<file path="src/cpu_isa_pkg.sv">
`default_nettype none

package cpu_isa_pkg;

    //////////////////////////////////////////////////////////////////////
    // Instruction classes and operand fields
    //////////////////////////////////////////////////////////////////////

    typedef enum logic [3:0] {
        class_nop,
        class_ld_rr,
        class_alu_r,
        class_halt,
        class_stop,
        class_jr,
        class_jp,
        class_call,
        class_ret,
        class_invalid
    } op_class_t;

    // Low two bits follow opcode bits 4:3 of the conditional forms
    typedef enum logic [2:0] {
        cond_nz,
        cond_z,
        cond_nc,
        cond_c,
        cond_always
    } cond_t;

    // First eight follow opcode bits 5:3 of the 80-BF block
    typedef enum logic [3:0] {
        alu_add,
        alu_adc,
        alu_sub,
        alu_sbc,
        alu_and,
        alu_xor,
        alu_or,
        alu_cp,
        alu_pass
    } alu_op_t;

    // Encoding order B C D E H L (HL) A
    typedef logic [2:0] reg_idx_t;

    localparam reg_idx_t reg_b   = 3'd0;
    localparam reg_idx_t reg_mem = 3'd6;   // Memory operand slot, not a register
    localparam reg_idx_t reg_a   = 3'd7;

    //////////////////////////////////////////////////////////////////////
    // Opcodes
    //////////////////////////////////////////////////////////////////////

    localparam logic [7:0] op_nop  = 8'h00;
    localparam logic [7:0] op_stop = 8'h10;
    localparam logic [7:0] op_halt = 8'h76;
    localparam logic [7:0] op_jr   = 8'h18;
    localparam logic [7:0] op_jp   = 8'hc3;
    localparam logic [7:0] op_call = 8'hcd;
    localparam logic [7:0] op_ret  = 8'hc9;

    localparam int n_invalid_ops = 10;
    localparam logic [9:0][7:0] op_invalid_list = {
        8'hd3, 8'he4, 8'hf4, 8'hdb, 8'heb,
        8'hce, 8'hcf, 8'hdd, 8'hde, 8'hdf
    };

    function automatic op_class_t op_class_of(input logic [7:0] op);
        op_class_t cls;
        logic      listed;
        listed = 1'b0;
        for (int i = 0; i < n_invalid_ops; i++) begin
            if (op == op_invalid_list[i]) listed = 1'b1;
        end
        cls = class_invalid;   // Anything not matched below
        if (!listed) begin
            casez (op)
                op_nop:  cls = class_nop;
                op_stop: cls = class_stop;
                op_halt: cls = class_halt;   // Must precede the LD block
                8'b01??????: begin
                    if (op[2:0] != reg_mem && op[5:3] != reg_mem) cls = class_ld_rr;
                end
                8'b10??????: begin
                    if (op[2:0] != reg_mem) cls = class_alu_r;
                end
                op_jr, 8'b001??000:   cls = class_jr;
                op_jp, 8'b110??010:   cls = class_jp;
                op_call, 8'b110??100: cls = class_call;
                op_ret, 8'b110??000:  cls = class_ret;
                default: ;
            endcase
        end
        return cls;
    endfunction

    function automatic cond_t cond_of(input logic [7:0] op);
        if (op == op_jr || op == op_jp || op == op_call || op == op_ret) begin
            return cond_always;
        end
        return cond_t'({1'b0, op[4:3]});
    endfunction

endpackage

`default_nettype wire

</file>
<file path="src/cpu_ctrl_pkg.sv">
`default_nettype none

package cpu_ctrl_pkg;

    //////////////////////////////////////////////////////////////////////
    // Bus and PC selects
    //////////////////////////////////////////////////////////////////////

    typedef enum logic [1:0] {
        bus_idle  = 2'b00,
        bus_fetch = 2'b01,   // Opcode fetch, PC + 1
        bus_write = 2'b10,
        bus_read  = 2'b11
    } bus_op_t;

    typedef enum logic {
        ab_pc = 1'b0,
        ab_sp = 1'b1
    } ab_src_t;

    typedef enum logic [1:0] {
        pc_seq   = 2'b00,
        pc_stack = 2'b01,   // Return address popped from stack
        pc_temp  = 2'b10    // Target gathered in temp register
    } pc_src_t;

    //////////////////////////////////////////////////////////////////////
    // Control words
    //////////////////////////////////////////////////////////////////////

    typedef struct packed {
        cpu_isa_pkg::alu_op_t  alu_op;
        cpu_isa_pkg::reg_idx_t rf_rd_sel;
        cpu_isa_pkg::reg_idx_t rf_wr_sel;
        logic                  rf_we;
        logic                  flags_we;
    } dp_word_t;

    typedef struct packed {
        bus_op_t bus_op;
        ab_src_t ab_src;
        pc_src_t pc_src;
        logic    pc_we;
        logic    pc_jr;
        logic    next;    // Instruction continues next machine cycle
        logic    halt;
        logic    stop;
    } flow_word_t;

    // Datapath fields first, then flow fields
    typedef struct packed {
        cpu_isa_pkg::alu_op_t  alu_op;
        cpu_isa_pkg::reg_idx_t rf_rd_sel;
        cpu_isa_pkg::reg_idx_t rf_wr_sel;
        logic                  rf_we;
        logic                  flags_we;
        bus_op_t               bus_op;
        ab_src_t               ab_src;
        pc_src_t               pc_src;
        logic                  pc_we;
        logic                  pc_jr;
        logic                  next;
        logic                  halt;
        logic                  stop;
    } ctrl_word_t;

endpackage

`default_nettype wire

</file>
<file path="src/cpu_control.sv">
`timescale 1ns/1ps
`default_nettype none

module cpu_control (
    input  logic                     clk,
    input  logic                     arst_n,
    input  logic [7:0]               opcode_early,   // One clock ahead of cycle 0
    input  logic [2:0]               m_cycle,
    input  logic                     f_z,
    input  logic                     f_c,
    output cpu_ctrl_pkg::ctrl_word_t ctrl
);

    import cpu_ctrl_pkg::*;

    dp_word_t   dp_word;
    flow_word_t flow_word;

    opcode_decoder u_opcode_decoder (
        .clk          (clk),
        .arst_n       (arst_n),
        .opcode_early (opcode_early),
        .dp_word      (dp_word)
    );

    flow_sequencer u_flow_sequencer (
        .clk          (clk),
        .arst_n       (arst_n),
        .opcode_early (opcode_early),
        .m_cycle      (m_cycle),
        .f_z          (f_z),
        .f_c          (f_c),
        .flow_word    (flow_word)
    );

    ctrl_merge u_ctrl_merge (
        .dp_word   (dp_word),
        .flow_word (flow_word),
        .ctrl      (ctrl)
    );

endmodule

`default_nettype wire

</file>
<file path="src/ctrl_merge.sv">
`timescale 1ns/1ps
`default_nettype none

module ctrl_merge (
    input  cpu_ctrl_pkg::dp_word_t   dp_word,
    input  cpu_ctrl_pkg::flow_word_t flow_word,
    output cpu_ctrl_pkg::ctrl_word_t ctrl
);

    import cpu_ctrl_pkg::*;

    logic wb_ok;

    // Write back only in the final cycle, and never on halt/stop/trap
    assign wb_ok = !flow_word.next && !flow_word.halt && !flow_word.stop;

    always_comb begin
        ctrl.alu_op    = dp_word.alu_op;
        ctrl.rf_rd_sel = dp_word.rf_rd_sel;
        ctrl.rf_wr_sel = dp_word.rf_wr_sel;
        ctrl.rf_we     = dp_word.rf_we && wb_ok;
        ctrl.flags_we  = dp_word.flags_we && wb_ok;

        ctrl.bus_op    = flow_word.bus_op;
        ctrl.ab_src    = flow_word.ab_src;
        ctrl.pc_src    = flow_word.pc_src;
        ctrl.pc_we     = flow_word.pc_we;
        ctrl.pc_jr     = flow_word.pc_jr;
        ctrl.next      = flow_word.next;
        ctrl.halt      = flow_word.halt;
        ctrl.stop      = flow_word.stop;
    end

endmodule

`default_nettype wire

</file>
<file path="src/flow_sequencer.sv">
`timescale 1ns/1ps
`default_nettype none

module flow_sequencer (
    input  logic                    clk,
    input  logic                    arst_n,
    input  logic [7:0]              opcode_early,
    input  logic [2:0]              m_cycle,
    input  logic                    f_z,
    input  logic                    f_c,
    output cpu_ctrl_pkg::flow_word_t flow_word
);

    import cpu_isa_pkg::*;
    import cpu_ctrl_pkg::*;

    // Last cycle of an instruction, overlapped with the next fetch
    localparam flow_word_t flow_end = '{
        bus_op: bus_fetch,
        ab_src: ab_pc,
        pc_src: pc_seq,
        pc_we:  1'b0,
        pc_jr:  1'b0,
        next:   1'b0,
        halt:   1'b0,
        stop:   1'b0
    };

    // Illegal machine cycle
    localparam flow_word_t flow_trap = '{
        bus_op: bus_fetch,
        ab_src: ab_pc,
        pc_src: pc_seq,
        pc_we:  1'b0,
        pc_jr:  1'b0,
        next:   1'b1,
        halt:   1'b1,
        stop:   1'b1
    };

    op_class_t op_class;
    cond_t     cond;
    logic      cond_ok;

    always_ff @(posedge clk or negedge arst_n) begin
        if (!arst_n) begin
            op_class <= class_nop;
            cond     <= cond_always;
        end else begin
            op_class <= op_class_of(opcode_early);
            cond     <= cond_of(opcode_early);
        end
    end

    always_comb begin
        case (cond)
            cond_nz: cond_ok = !f_z;
            cond_z:  cond_ok = f_z;
            cond_nc: cond_ok = !f_c;
            cond_c:  cond_ok = f_c;
            default: cond_ok = 1'b1;
        endcase
    end

    //////////////////////////////////////////////////////////////////////
    // Per machine cycle bus and PC flow
    //////////////////////////////////////////////////////////////////////

    always_comb begin
        flow_word = flow_end;
        case (m_cycle)
            3'd0: begin
                case (op_class)
                    class_halt: flow_word.halt = 1'b1;
                    class_stop: flow_word.stop = 1'b1;
                    class_invalid: begin
                        flow_word.halt = 1'b1;
                        flow_word.stop = 1'b1;
                    end
                    class_jr, class_jp, class_call, class_ret: flow_word.next = 1'b1;
                    default: ;   // Single cycle ops end here
                endcase
            end
            3'd1: begin
                case (op_class)
                    class_jr: begin
                        if (cond_ok) begin
                            flow_word.bus_op = bus_read;   // Offset byte
                            flow_word.pc_jr  = 1'b1;
                            flow_word.next   = 1'b1;
                        end
                    end
                    class_jp, class_call: begin
                        flow_word.bus_op = bus_read;   // Target low byte
                        flow_word.next   = 1'b1;
                    end
                    class_ret: begin
                        if (cond_ok) begin
                            flow_word.bus_op = bus_read;
                            flow_word.ab_src = ab_sp;
                            flow_word.next   = 1'b1;
                        end
                    end
                    default: flow_word = flow_trap;
                endcase
            end
            3'd2: begin
                case (op_class)
                    class_jr: ;
                    class_jp: begin
                        if (cond_ok) begin
                            flow_word.bus_op = bus_idle;
                            flow_word.pc_src = pc_temp;
                            flow_word.pc_we  = 1'b1;
                            flow_word.next   = 1'b1;
                        end
                    end
                    class_call: begin
                        if (cond_ok) begin
                            flow_word.bus_op = bus_idle;   // SP predecrement
                            flow_word.next   = 1'b1;
                        end
                    end
                    class_ret: begin
                        flow_word.bus_op = bus_read;
                        flow_word.ab_src = ab_sp;
                        flow_word.next   = 1'b1;
                    end
                    default: flow_word = flow_trap;
                endcase
            end
            3'd3: begin
                case (op_class)
                    class_jp: ;
                    class_call: begin
                        flow_word.bus_op = bus_write;   // Return address high
                        flow_word.ab_src = ab_sp;
                        flow_word.next   = 1'b1;
                    end
                    class_ret: begin
                        flow_word.bus_op = bus_idle;
                        flow_word.pc_src = pc_stack;
                        flow_word.pc_we  = 1'b1;
                        flow_word.next   = 1'b1;
                    end
                    default: flow_word = flow_trap;
                endcase
            end
            3'd4: begin
                case (op_class)
                    class_call: begin
                        flow_word.bus_op = bus_write;   // Return address low
                        flow_word.ab_src = ab_sp;
                        flow_word.pc_src = pc_temp;
                        flow_word.pc_we  = 1'b1;
                        flow_word.next   = 1'b1;
                    end
                    class_ret: ;
                    default: flow_word = flow_trap;
                endcase
            end
            3'd5: begin
                if (op_class != class_call) flow_word = flow_trap;
            end
            default: flow_word = flow_trap;
        endcase
    end

endmodule

`default_nettype wire

</file>
<file path="src/opcode_decoder.sv">
`timescale 1ns/1ps
`default_nettype none

module opcode_decoder (
    input  logic                  clk,
    input  logic                  arst_n,
    input  logic [7:0]            opcode_early,
    output cpu_ctrl_pkg::dp_word_t dp_word
);

    import cpu_isa_pkg::*;
    import cpu_ctrl_pkg::*;

    localparam dp_word_t dp_idle = '{
        alu_op:    alu_pass,
        rf_rd_sel: reg_b,
        rf_wr_sel: reg_b,
        rf_we:     1'b0,
        flags_we:  1'b0
    };

    op_class_t early_class;
    dp_word_t  dp_next;

    //////////////////////////////////////////////////////////////////////
    // First-cycle decode from the opcode bit fields
    //////////////////////////////////////////////////////////////////////

    always_comb begin
        early_class = op_class_of(opcode_early);
        dp_next     = dp_idle;
        case (early_class)
            class_ld_rr: begin
                dp_next.rf_rd_sel = opcode_early[2:0];   // Source
                dp_next.rf_wr_sel = opcode_early[5:3];   // Destination
                dp_next.rf_we     = 1'b1;
            end
            class_alu_r: begin
                dp_next.alu_op    = alu_op_t'({1'b0, opcode_early[5:3]});
                dp_next.rf_rd_sel = opcode_early[2:0];
                dp_next.rf_wr_sel = reg_a;               // Accumulator
                dp_next.flags_we  = 1'b1;
                // CP only updates flags
                dp_next.rf_we     = (opcode_early[5:3] != 3'd7);
            end
            default: ;   // Idle word for everything else
        endcase
    end

    // Word is registered so it lines up with machine cycle 0
    always_ff @(posedge clk or negedge arst_n) begin
        if (!arst_n) begin
            dp_word <= dp_idle;   // Same as NOP
        end else begin
            dp_word <= dp_next;
        end
    end

endmodule

`default_nettype wire

</file>
<file path="config.mk">
export PLATFORM = sky130hd
export DESIGN_NAME = cpu_control
export DESIGN_NICKNAME = d
export VERILOG_FILES = /design/src/cpu_isa_pkg.sv /design/src/cpu_ctrl_pkg.sv /design/src/cpu_control.sv /design/src/ctrl_merge.sv /design/src/flow_sequencer.sv /design/src/opcode_decoder.sv
export SDC_FILE = /design/constraint.sdc
export NUM_CORES = 1
export LEC_CHECK = 0
export ABC_AREA = 1
export BUFFER_PORTS_ARGS = -buffer_cell sky130_fd_sc_hd__clkbuf_2
export CORE_MARGIN = 10
export CORE_UTILIZATION = 45
export CTS_CLUSTER_DIAMETER = 100
export DETAILED_ROUTE_END_ITERATION = 12
export MAX_ROUTING_LAYER = met4
export PLACE_DENSITY = 0.74
export SLEW_MARGIN = 15
export SYNTH_ARGS = -nofsm -noshare
export SYNTH_HDL_FRONTEND = slang
export SYNTH_SLANG_ARGS = --single-unit
</file>
<file path="constraint.sdc">
create_clock -name clk -period 4.25 [get_ports clk]
set_input_delay 0.85 -clock clk [delete_from_list [all_inputs] [get_ports clk]]
set_output_delay 0.85 -clock clk [all_outputs]
set_load 0.05 [all_outputs]
</file>
==> flow_metrics.py, run 1 <==
metrics = {
    "outcome": {
        "status": "complete, no violations",
    },
    "layout": {
        "regArea_um2": 478,
        "design.final.nets": 294,
        "multiInputGateArea_um2": 991,
        "fillers": 397,
        "synthToLayoutAreaGrowth_pct": 9.27,
        "layout_cell_share_with_drive_strength_beyond_1_pct": 30.7,
        "antenna_cells_inserted": 0,
    },
    "synthesis": {
        "synth-seq-cells": 19,
        "synth_cells": 249,
        "synth_area_um2": 1740,
        "synth_async_sr_flop_share_pct": 100,
        "synthTopCellsByArea": "dfrtp_1, nand2_1, inv_1",
        "synth-edff-count": 0,
        "yosysTopAreaCellShare_pct": 24.4,
        "mean_instance_size_in_the_synthesized_netlist_um2": 6.99,
        "netlist-cell-type-count": 36,
        "synth.most_common_cell": "nand2_1",
        "synth_top_flop_cell": "dfrtp_1",
        "postSynthNetCount": 268,
        "netlist.top_cell.by_area": "dfrtp_1",
        "synth-warning-count": 0,
        "cell_types_with_the_highest_counts_after_synthesis": "nand2_1, inv_1, nor2_1",
        "synth.yosys.seq_area_share_pct": 27.5,
    },
    "pwr": {
        "combinationalPowerShare_pct": 35.0,
        "netSwitchingFraction_pct": 39.2,
        "cell_internal_pwr_mw": 0.308,
        "pwr_density_cell_nw_per_um2": 266,
        "clock_power_share_pct": 25.2,
        "vdd.ir_drop.worst_mv": 0.139,
        "static-leakage-power_nw": 1.08,
        "power.switching_mw": 0.199,
        "power.sequential.fraction_pct": 39.7,
    },
    "timing": {
        "tns_ns": 0,
        "timing.final.max_slew_violations": 0,
        "fin_worst_hold_slack_ns": 0.514,
        "final.min_clock_period_ns": 3.21,
        "final_hold_viol_count": 0,
        "fmaxAchievable_ghz": 0.312,
        "timing.slew.headroom_pct": 70.7,
        "fraction_of_the_cycle_the_final_worst_path_needs_pct": 75.5,
        "report.final.setup_viol": 0,
        "grt_setup_unrepaired": "no",
        "worst_pin_slew_ns": 0.440,
    },
    "placed_design": {
        "place_congestion": 0.914,
        "placement.io_buffers": 36,
        "place_hpwl_um": 3020,
    },
    "floorplanning": {
        "rows": 22,
        "floorplan.io_pins": 37,
        "die_area_um2": 6760,
        "die_width_um": 82.2,
        "chipHeight_um": 82.2,
        "core_footprint_um2": 3690,
        "initial_utilization_pct": 47.2,
    },
    "cts": {
        "cts_clk_pin_slew_worst_paths_ns": 0.08,
        "cts_hold_buf": 0,
        "clock_tree.buffer_depth": 2,
        "cts.repair_timing.setup_buffer_count": 0,
        "tritoncts": "built",
        "ctsResizeCount": 0,
        "numClockSinks": 19,
        "ctsHtreeMaxLevel": 1,
        "clock-root-buffer": "clkbuf_8",
        "cts_inserted_buffers": 3,
    },
    "detailed_routing": {
        "drt-wirelength-per-cell_um": 11.1,
        "drc": 0,
        "wirelength_routed_um": 3580,
        "post_drt_antenna_nets": 0,
        "drt_pass1_iterations": 4,
        "drt-vias-per-instance": 4.95,
        "vias": 1595,
        "violation_count_after_the_first_detailed_route_iteration": 77,
    },
    "worst_setup_path": {
        "start_to_end_type_of_the_worst_setup_path": "in2out",
        "critical_path.startpoint_type": "input pin",
        "worstPathMaxFanout": 5,
        "cp-end-kind": "output port",
        "largest_stage_delay_worst_path_ns": 0.32,
        "required_ns": 3.40,
        "worst_path_max_delay_cell": "clkbuf_2",
        "path_cells": "clkbuf_2 -> inv_1 -> nand2_1 -> inv_1 -> nand2_1 -> a21oi_1 -> nor3_1 -> nand4_1 -> nor3b_1 -> clkbuf_2",
        "critical_path_arrival_ns": 2.36,
    },
    "job": {
        "max_cap_viol_count": 0,
    },
    "global_route": {
        "grt_overflow": 0,
        "grt_pass1_vias": 1452,
        "grt_max_degree": 20,
        "first_pass_grt_wire_length_um": 6250,
        "antenna_found_initial": 0,
        "grt_use_total_pct": 11.5,
    },
    "worst_hold_path": {
        "hp-class": "in2async",
    },
}
[cell type report]
type | instances | share of cell area [%]
inverter | 37 | 7.57
tap | 48 | 3.16
timing repair buffer | 36 | 9.47
clock inverter | 1 | 0.395
clock buffer | 3 | 2.17
sequential | 19 | 25.1
multi-input combinational | 178 | 52.1
[power groups by stage]
stage               registers, mW  logic (mW)  clock network [mW]
floorplan                   0.203       0.150                   0
global placement            0.205       0.177                   0
detailed placement          0.205       0.179                   0
CTS                         0.201       0.179               0.130
global route                0.203       0.197               0.139
finish                      0.201       0.177               0.128
[cells by family after synthesis]
group	Yosys count	synth area share, %
flip-flops	19	27.5
AO/OA/AOI/OAI	24	9.13
adder cells (fa/ha/maj)	4	2.88
AND/OR/NAND/NOR	150	44.9
buffers and inverters	52	15.6
[per-stage QoR]
| step | power [mW] | util, % | instances | cell area, um^2 | worst slack (ns) |
|---|---|---|---|---|---|
| finish | 0.506 | 51.6 | 322 | 1900 | 1.04 |
| floorplan | 0.354 | - | 249 | 1740 | 0.0383 |
| global placement | 0.381 | 50.2 | 318 | 1850 | 1.09 |
| global route | 0.539 | 51.6 | 322 | 1900 | 0.775 |
| detailed placement | 0.384 | 50.2 | 318 | 1850 | 1.05 |
| CTS | 0.510 | 51.6 | 322 | 1900 | 1.03 |
[worst max-delay path: cells and delay by family]
| family | cells | cell delay [ns] |
|---|---|---|
| compound gates | 1 | 0.09 |
| buf+inv | 4 | 0.55 |
| simple gates | 5 | 0.88 |
[registers in the layout, indices dropped and copies added, names as in the netlist]
name,cells
u_opcode_decoder.dp_word,12
u_flow_sequencer.op_class,4
u_flow_sequencer.cond,3
[layer usage]
metal | global-route usage (%) | part of all wire [%] | vias up
li1 | - | - | 821
met1 | 14.1 | 44 | 719
met2 | 18.1 | 47 | 51
met3 | 2.27 | 8.1 | 4
met4 | 4.76 | 1.4 | 0
met5 | - | 0 | -
[final timing paths]
| path | end | from |
|---|---|---|
| worst max-delay path | ctrl[11] | m_cycle[2] |
| worst min-delay path | u_opcode_decoder.dp_word[10]$_DFF_PN0_ | arst_n |
| max in group asynchronous | u_flow_sequencer.cond[2]$_DFF_PN1_ | arst_n |
| min in group clk | u_opcode_decoder.dp_word[3]$_DFF_PN0_ | opcode_early[4] |
[layout by cell type (no fill, tap or decap), drive strengths merged, types with 2 or more instances in the layout]
cell type	synthesis	routed
nor3b	3	3
inv	37	37
nand2	76	76
nor3	2	2
or2	2	2
a21oi	7	7
dfrtp	17	17
ha	4	4
nor2	41	41
dfstp	2	2
nand3b	2	2
o21ai	9	9
nand4	5	5
clkbuf	2	39
o31ai	2	2
nand3	19	19
No activity file was read; power rests on OpenSTA's default activity.
==> run 2: changes to the inputs <==
--- a/config.mk
+++ b/config.mk
@@ -5,7 +5,7 @@
 export SDC_FILE = /design/constraint.sdc
 export NUM_CORES = 1
 export LEC_CHECK = 0
-export ABC_AREA = 1
+export ABC_AREA = 0
 export BUFFER_PORTS_ARGS = -buffer_cell sky130_fd_sc_hd__clkbuf_2
 export CORE_MARGIN = 10
 export CORE_UTILIZATION = 45
==> constraint.sdc (replaced) <==
create_clock -name clk -period 3.3 [get_ports clk]
set_input_delay 0.66 -clock clk [delete_from_list [all_inputs] [get_ports clk]]
set_output_delay 0.66 -clock clk [all_outputs]
set_load 0.05 [all_outputs]
==> run 2 against run 1 <==
  * Critical path depth is 3 lower
  * Worst setup slack got worse by 0.76 ns
  * First-iteration DRC count down 26%
  * Highest routed layer unchanged
==> flow_metrics.py, run 2 <==
metrics = {
    "synthesis": {
        "cell_types_with_the_highest_counts_after_synthesis": "nand2_1, dfrtp_1, nor2_1",
        "synth-edff-count": 0,
        "yosysTopAreaCellShare_pct": 25.4,
        "netlist-cell-type-count": 63,
        "mean_instance_size_in_the_synthesized_netlist_um2": 8.26,
        "synth-warning-count": 0,
        "synth_cells": 203,
        "synth-seq-cells": 19,
        "synth.yosys.seq_area_share_pct": 28.5,
        "synth_async_sr_flop_share_pct": 100,
        "postSynthNetCount": 222,
        "synthTopCellsByArea": "dfrtp_1, buf_4, nand2_1",
        "synth.most_common_cell": "nand2_1",
        "netlist.top_cell.by_area": "dfrtp_1",
        "synth_area_um2": 1680,
        "synth_top_flop_cell": "dfrtp_1",
    },
    "timing": {
        "fraction_of_the_cycle_the_final_worst_path_needs_pct": 91.4,
        "timing.final.max_slew_violations": 0,
        "fmaxAchievable_ghz": 0.332,
        "worst_pin_slew_ns": 0.761,
        "final_hold_viol_count": 0,
        "tns_ns": 0,
        "grt_setup_unrepaired": "no",
        "report.final.setup_viol": 0,
        "timing.slew.headroom_pct": 48.6,
        "final.min_clock_period_ns": 3.02,
    },
    "detailed_routing": {
        "drc": 0,
        "post_drt_antenna_nets": 0,
        "drt-vias-per-instance": 5.44,
        "wirelength_routed_um": 3790,
        "violation_count_after_the_first_detailed_route_iteration": 57,
        "drt-wirelength-per-cell_um": 14.0,
        "vias": 1475,
        "drt_pass1_iterations": 4,
    },
    "layout": {
        "synthToLayoutAreaGrowth_pct": 9.78,
        "reg.largest.list": "u_opcode_decoder.dp_word x12, u_flow_sequencer.op_class x4, u_flow_sequencer.cond x3",
        "layout.cells.most_common_list": "clkbuf_2, nand2_1, dfrtp_1",
        "largest_register_ffs": 12,
        "layout_commonest_cell": "clkbuf_2",
        "top_register": "u_opcode_decoder.dp_word",
        "design.final.nets": 243,
        "layout_cell_share_with_drive_strength_beyond_1_pct": 28.7,
        "antenna_cells_inserted": 0,
    },
    "pwr": {
        "vdd.ir_drop.worst_mv": 0.105,
        "power.sequential.fraction_pct": 40.9,
        "combinationalPowerShare_pct": 35.2,
        "cell_internal_pwr_mw": 0.407,
        "clock_power_share_pct": 23.9,
        "power.switching_mw": 0.235,
        "power.total_mw": 0.642,
        "pwr_density_cell_nw_per_um2": 349,
        "netSwitchingFraction_pct": 36.6,
        "static-leakage-power_nw": 0.866,
    },
    "cts": {
        "ctsHtreeMaxLevel": 1,
        "cts.repair_timing.setup_buffer_count": 0,
        "clock_tree.buffer_depth": 2,
        "numClockSinks": 19,
        "clock-root-buffer": "clkbuf_8",
        "cts_inserted_buffers": 3,
        "cts_hold_buf": 0,
        "cts_clk_pin_slew_worst_paths_ns": 0.07,
        "ctsResizeCount": 0,
        "tritoncts": "built",
    },
    "worst_hold_path": {
        "hp-class": "in2async",
    },
    "floorplanning": {
        "die_width_um": 81.0,
        "floorplan.io_pins": 37,
        "rows": 22,
        "die_area_um2": 6570,
        "core_footprint_um2": 3630,
        "chipHeight_um": 81.0,
        "initial_utilization_pct": 46.1,
    },
    "global_route": {
        "grt_max_degree": 20,
        "grt_overflow": 0,
        "grt_pass1_vias": 1466,
        "antenna_found_initial": 0,
        "grt_use_total_pct": 12.1,
        "first_pass_grt_wire_length_um": 6360,
    },
    "placed_design": {
        "place_congestion": 0.872,
        "placement.io_buffers": 36,
        "place_hpwl_um": 3090,
    },
    "worst_setup_path": {
        "required_ns": 2.64,
        "worstPathMaxFanout": 8,
        "critical_path.startpoint_type": "flop",
        "critical_path_arrival_ns": 2.36,
        "cp-end-kind": "output port",
        "start_to_end_type_of_the_worst_setup_path": "reg2out",
    },
    "outcome": {
        "status": "complete, no violations",
    },
    "job": {
        "max_cap_viol_count": 0,
    },
}
[run 2: cell types whose count changed after synthesis, moves of 8 or more]
cell | previous run | this run
nor2_1 | 24 | 16
inv_1 | 32 | 11
nand3_1 | 16 | 7
nand2_1 | 66 | 20
nor2_2 | 9 | 0
nand2_2 | 10 | 0
[run 2: cell type report]
class	instances	area [um^2]
timing repair buffer	36	180
sequential	19	478
fill	382	1790
multi-input combinational	153	1030
inverter	11	41.3
clock inverter	1	5.00
clock buffer	3	41.3
tap	48	60.1
[run 2: power groups by stage]
stage	sequential, mW	clock (mW)	combinational [mW]
floorplan	0.262	0	0.190
global placement	0.266	0	0.224
detailed placement	0.267	0	0.226
CTS	0.263	0.159	0.227
global route	0.265	0.167	0.248
finish	0.263	0.153	0.226
[run 2: kinds of logic after synthesis]
logic type      synth area share [%]
compound gates                  21.7
xor+xnor                        1.57
fa+ha+maj                       2.99
buf+inv                         10.5
flops                           28.5
mux                            0.597
simple gates                    34.1
[run 2: worst max-delay path, stage by stage, from the launching register on]
cell      delay [ns]
dfrtp_1         0.46
or3b_1          0.47
or2_2           0.35
a22o_1          0.21
a21oi_1         0.14
a21oi_1         0.06
o21ai_1         0.13
clkbuf_2        0.29
[run 2: routing by layer]
metal	vias to the layer above	share of wire (%)	track usage (%)
li1	755	-	-
met1	664	39	12.1
met2	52	53	23.1
met3	4	6.6	1.32
met4	0	1.4	4.84
met5	-	0	-
[run 2: metrics by stage]
step / hold WS, ns / area, um^2 / instances / worst slack, ns / utilization [%]
floorplan: 0.364 / 1690 / 203 / -0.248 / -
global placement: 0.615 / 1790 / 267 / 0.546 / 49.4
detailed placement: 0.622 / 1790 / 267 / 0.497 / 49.4
CTS: 0.345 / 1840 / 271 / 0.284 / 50.7
global route: 0.374 / 1840 / 271 / 0.0785 / 50.7
finish: 0.341 / 1840 / 271 / 0.284 / 50.7
[run 2: worst max-delay path by stage]
stage / from / endpoint / slack, ns / depth (start not counted)
floorplan: m_cycle[1] / ctrl[11] / -0.25 / 8
global placement: m_cycle[0] / ctrl[11] / 0.55 / 8
detailed placement: m_cycle[0] / ctrl[11] / 0.50 / 8
CTS: u_flow_sequencer.op_class[0]$_DFF_PN0_ / ctrl[9] / 0.28 / 7
global route: u_flow_sequencer.op_class[0]$_DFF_PN0_ / ctrl[10] / 0.08 / 7
finish: u_flow_sequencer.op_class[0]$_DFF_PN0_ / ctrl[9] / 0.28 / 7
==> run 3: changes to the inputs <==
--- a/config.mk
+++ b/config.mk
@@ -6,7 +6,7 @@
 export NUM_CORES = 1
 export LEC_CHECK = 0
 export ABC_AREA = 0
-export BUFFER_PORTS_ARGS = -buffer_cell sky130_fd_sc_hd__clkbuf_2
+export BUFFER_PORTS_ARGS = -buffer_cell sky130_fd_sc_hd__buf_2
 export CORE_MARGIN = 10
 export CORE_UTILIZATION = 45
 export CTS_CLUSTER_DIAMETER = 100
==> run 3 against run 2 <==
  * Final cell count unchanged
  * Wire length down 2.8%
  * Combinational power about the same
  * Worst setup slack gained 0.054 ns
  * Worst hold slack got worse by 0.022 ns
  * Clock-buffer cell count is the same
  * Fmax increased by 1.8%
  * Total power decreased by 0.52%
  * Sequential power is essentially flat
==> flow_metrics.py, run 3 (synthesis results as in run 2) <==
metrics = {
    "floorplanning": {
        "chipHeight_um": 81.0,
        "die_area_um2": 6570,
        "core_footprint_um2": 3630,
        "floorplan.io_pins": 37,
        "initial_utilization_pct": 46.1,
        "die_width_um": 81.0,
        "rows": 22,
    },
    "detailed_routing": {
        "drt-wirelength-per-cell_um": 13.6,
        "post_drt_antenna_nets": 0,
        "drt_pass1_iterations": 4,
        "wirelength_routed_um": 3680,
        "drt-vias-per-instance": 5.61,
        "drt-met1-wl_um": 1470,
        "vias": 1520,
        "met3WireLength_um": 220,
        "detailroute.wirelength.met2_um": 1910,
        "drc": 0,
        "max_used_layer": "met4",
        "violation_count_after_the_first_detailed_route_iteration": 53,
    },
    "worst_setup_path": {
        "cp-startpoint": "u_flow_sequencer.op_class[0]$_DFF_PN0_",
        "cp-end-kind": "output port",
        "required_ns": 2.64,
        "start_to_end_type_of_the_worst_setup_path": "reg2out",
        "critical_path.startpoint_type": "flop",
        "critical_path_arrival_ns": 2.30,
        "worstPathMaxFanout": 8,
    },
    "pwr": {
        "power.total_mw": 0.639,
        "vdd.ir_drop.worst_mv": 0.107,
        "pwr_density_cell_nw_per_um2": 347,
        "static-leakage-power_nw": 0.872,
    },
    "timing": {
        "timing.slew.headroom_pct": 47.0,
        "grt_setup_unrepaired": "no",
        "final_hold_viol_count": 0,
        "timing.final.max_slew_violations": 0,
        "fraction_of_the_cycle_the_final_worst_path_needs_pct": 89.7,
        "worst_pin_slew_ns": 0.786,
        "fmaxAchievable_ghz": 0.338,
        "final.min_clock_period_ns": 2.96,
        "tns_ns": 0,
        "report.final.setup_viol": 0,
    },
    "layout": {
        "synthToLayoutAreaGrowth_pct": 9.78,
        "layout_cell_share_with_drive_strength_beyond_1_pct": 28.7,
        "layout.cells.most_common_list": "buf_2, nand2_1, dfrtp_1",
        "design.final.nets": 243,
        "antenna_cells_inserted": 0,
        "postLayoutCoreUtil_pct": 50.7,
        "reg.largest.list": "u_opcode_decoder.dp_word x12, u_flow_sequencer.op_class x4, u_flow_sequencer.cond x3",
        "top_register": "u_opcode_decoder.dp_word",
        "layout_commonest_cell": "buf_2",
        "largest_register_ffs": 12,
    },
    "placed_design": {
        "place_hpwl_um": 3020,
        "placement.io_buffers": 36,
        "place_congestion": 0.869,
    },
    "cts": {
        "cts_inserted_buffers": 3,
        "ctsResizeCount": 0,
        "cts_hold_buf": 0,
        "cts.repair_timing.setup_buffer_count": 0,
        "cts_clk_pin_slew_worst_paths_ns": 0.06,
        "clock_tree.buffer_depth": 2,
        "numClockSinks": 19,
        "tritoncts": "built",
        "clock-root-buffer": "clkbuf_8",
        "ctsHtreeMaxLevel": 1,
    },
    "global_route": {
        "grt_overflow": 0,
        "antenna_found_initial": 0,
        "first_pass_grt_wire_length_um": 6400,
        "grt_max_degree": 20,
        "grt_use_total_pct": 12.0,
        "grt_pass1_vias": 1484,
    },
    "worst_hold_path": {
        "hp-class": "in2async",
    },
    "outcome": {
        "status": "complete, no violations",
    },
    "job": {
        "max_cap_viol_count": 0,
    },
}
[run 3: changes by cell type in the layout (fill, tap and decap cells not counted), sizes merged]
cell    before  now
buf          0   36
clkbuf      39    3
[run 3: through the flow]
stage | worst slack, ns | instance area [um^2] | instances | hold slack (ns)
after floorplan | -0.248 | 1690 | 203 | 0.364
after global placement | 0.584 | 1790 | 267 | 0.601
after detailed placement | 0.497 | 1790 | 267 | 0.604
after CTS | 0.350 | 1840 | 271 | 0.333
after global routing | 0.125 | 1840 | 271 | 0.348
final | 0.338 | 1840 | 271 | 0.319
[run 3: area by class of cell]
cell class              instances  area, um^2
clock inverters                 1        5.00
flip-flops and latches         19         478
inverters                      11        41.3
fillers                       364        1790
well taps                      48        60.1
clock buffers                   3        41.3
multi-input cells             153        1030
repair buffers                 36         180
[run 3: metal layers]
| metal | track usage (%) | vias to the layer above |
|---|---|---|
| li1 | - | 757 |
| met1 | 13.0 | 709 |
| met2 | 21.4 | 46 |
| met3 | 1.66 | 8 |
| met4 | 5.02 | 0 |
| met5 | - | - |
[run 3: report_power, final]
part           internal (mW)  switching [mW]
Clock                 0.0837          0.0686
Combinational         0.0741           0.151
Sequential             0.250          0.0118
Total                  0.408           0.231
[run 3: worst max path at each step]
stage	end
4_1_cts	ctrl[9]
3_3_place_gp	ctrl[11]
6_report	ctrl[9]
5_1_grt	ctrl[10]
2_1_floorplan	ctrl[11]
3_5_place_dp	ctrl[11]
[run 3: critical path: stages, from the launching register on]
cell	delay (ns)
dfrtp_1	0.45
or3b_1	0.46
or2_2	0.35
a22o_1	0.21
a21oi_1	0.13
a21oi_1	0.06
o21ai_1	0.11
buf_2	0.27
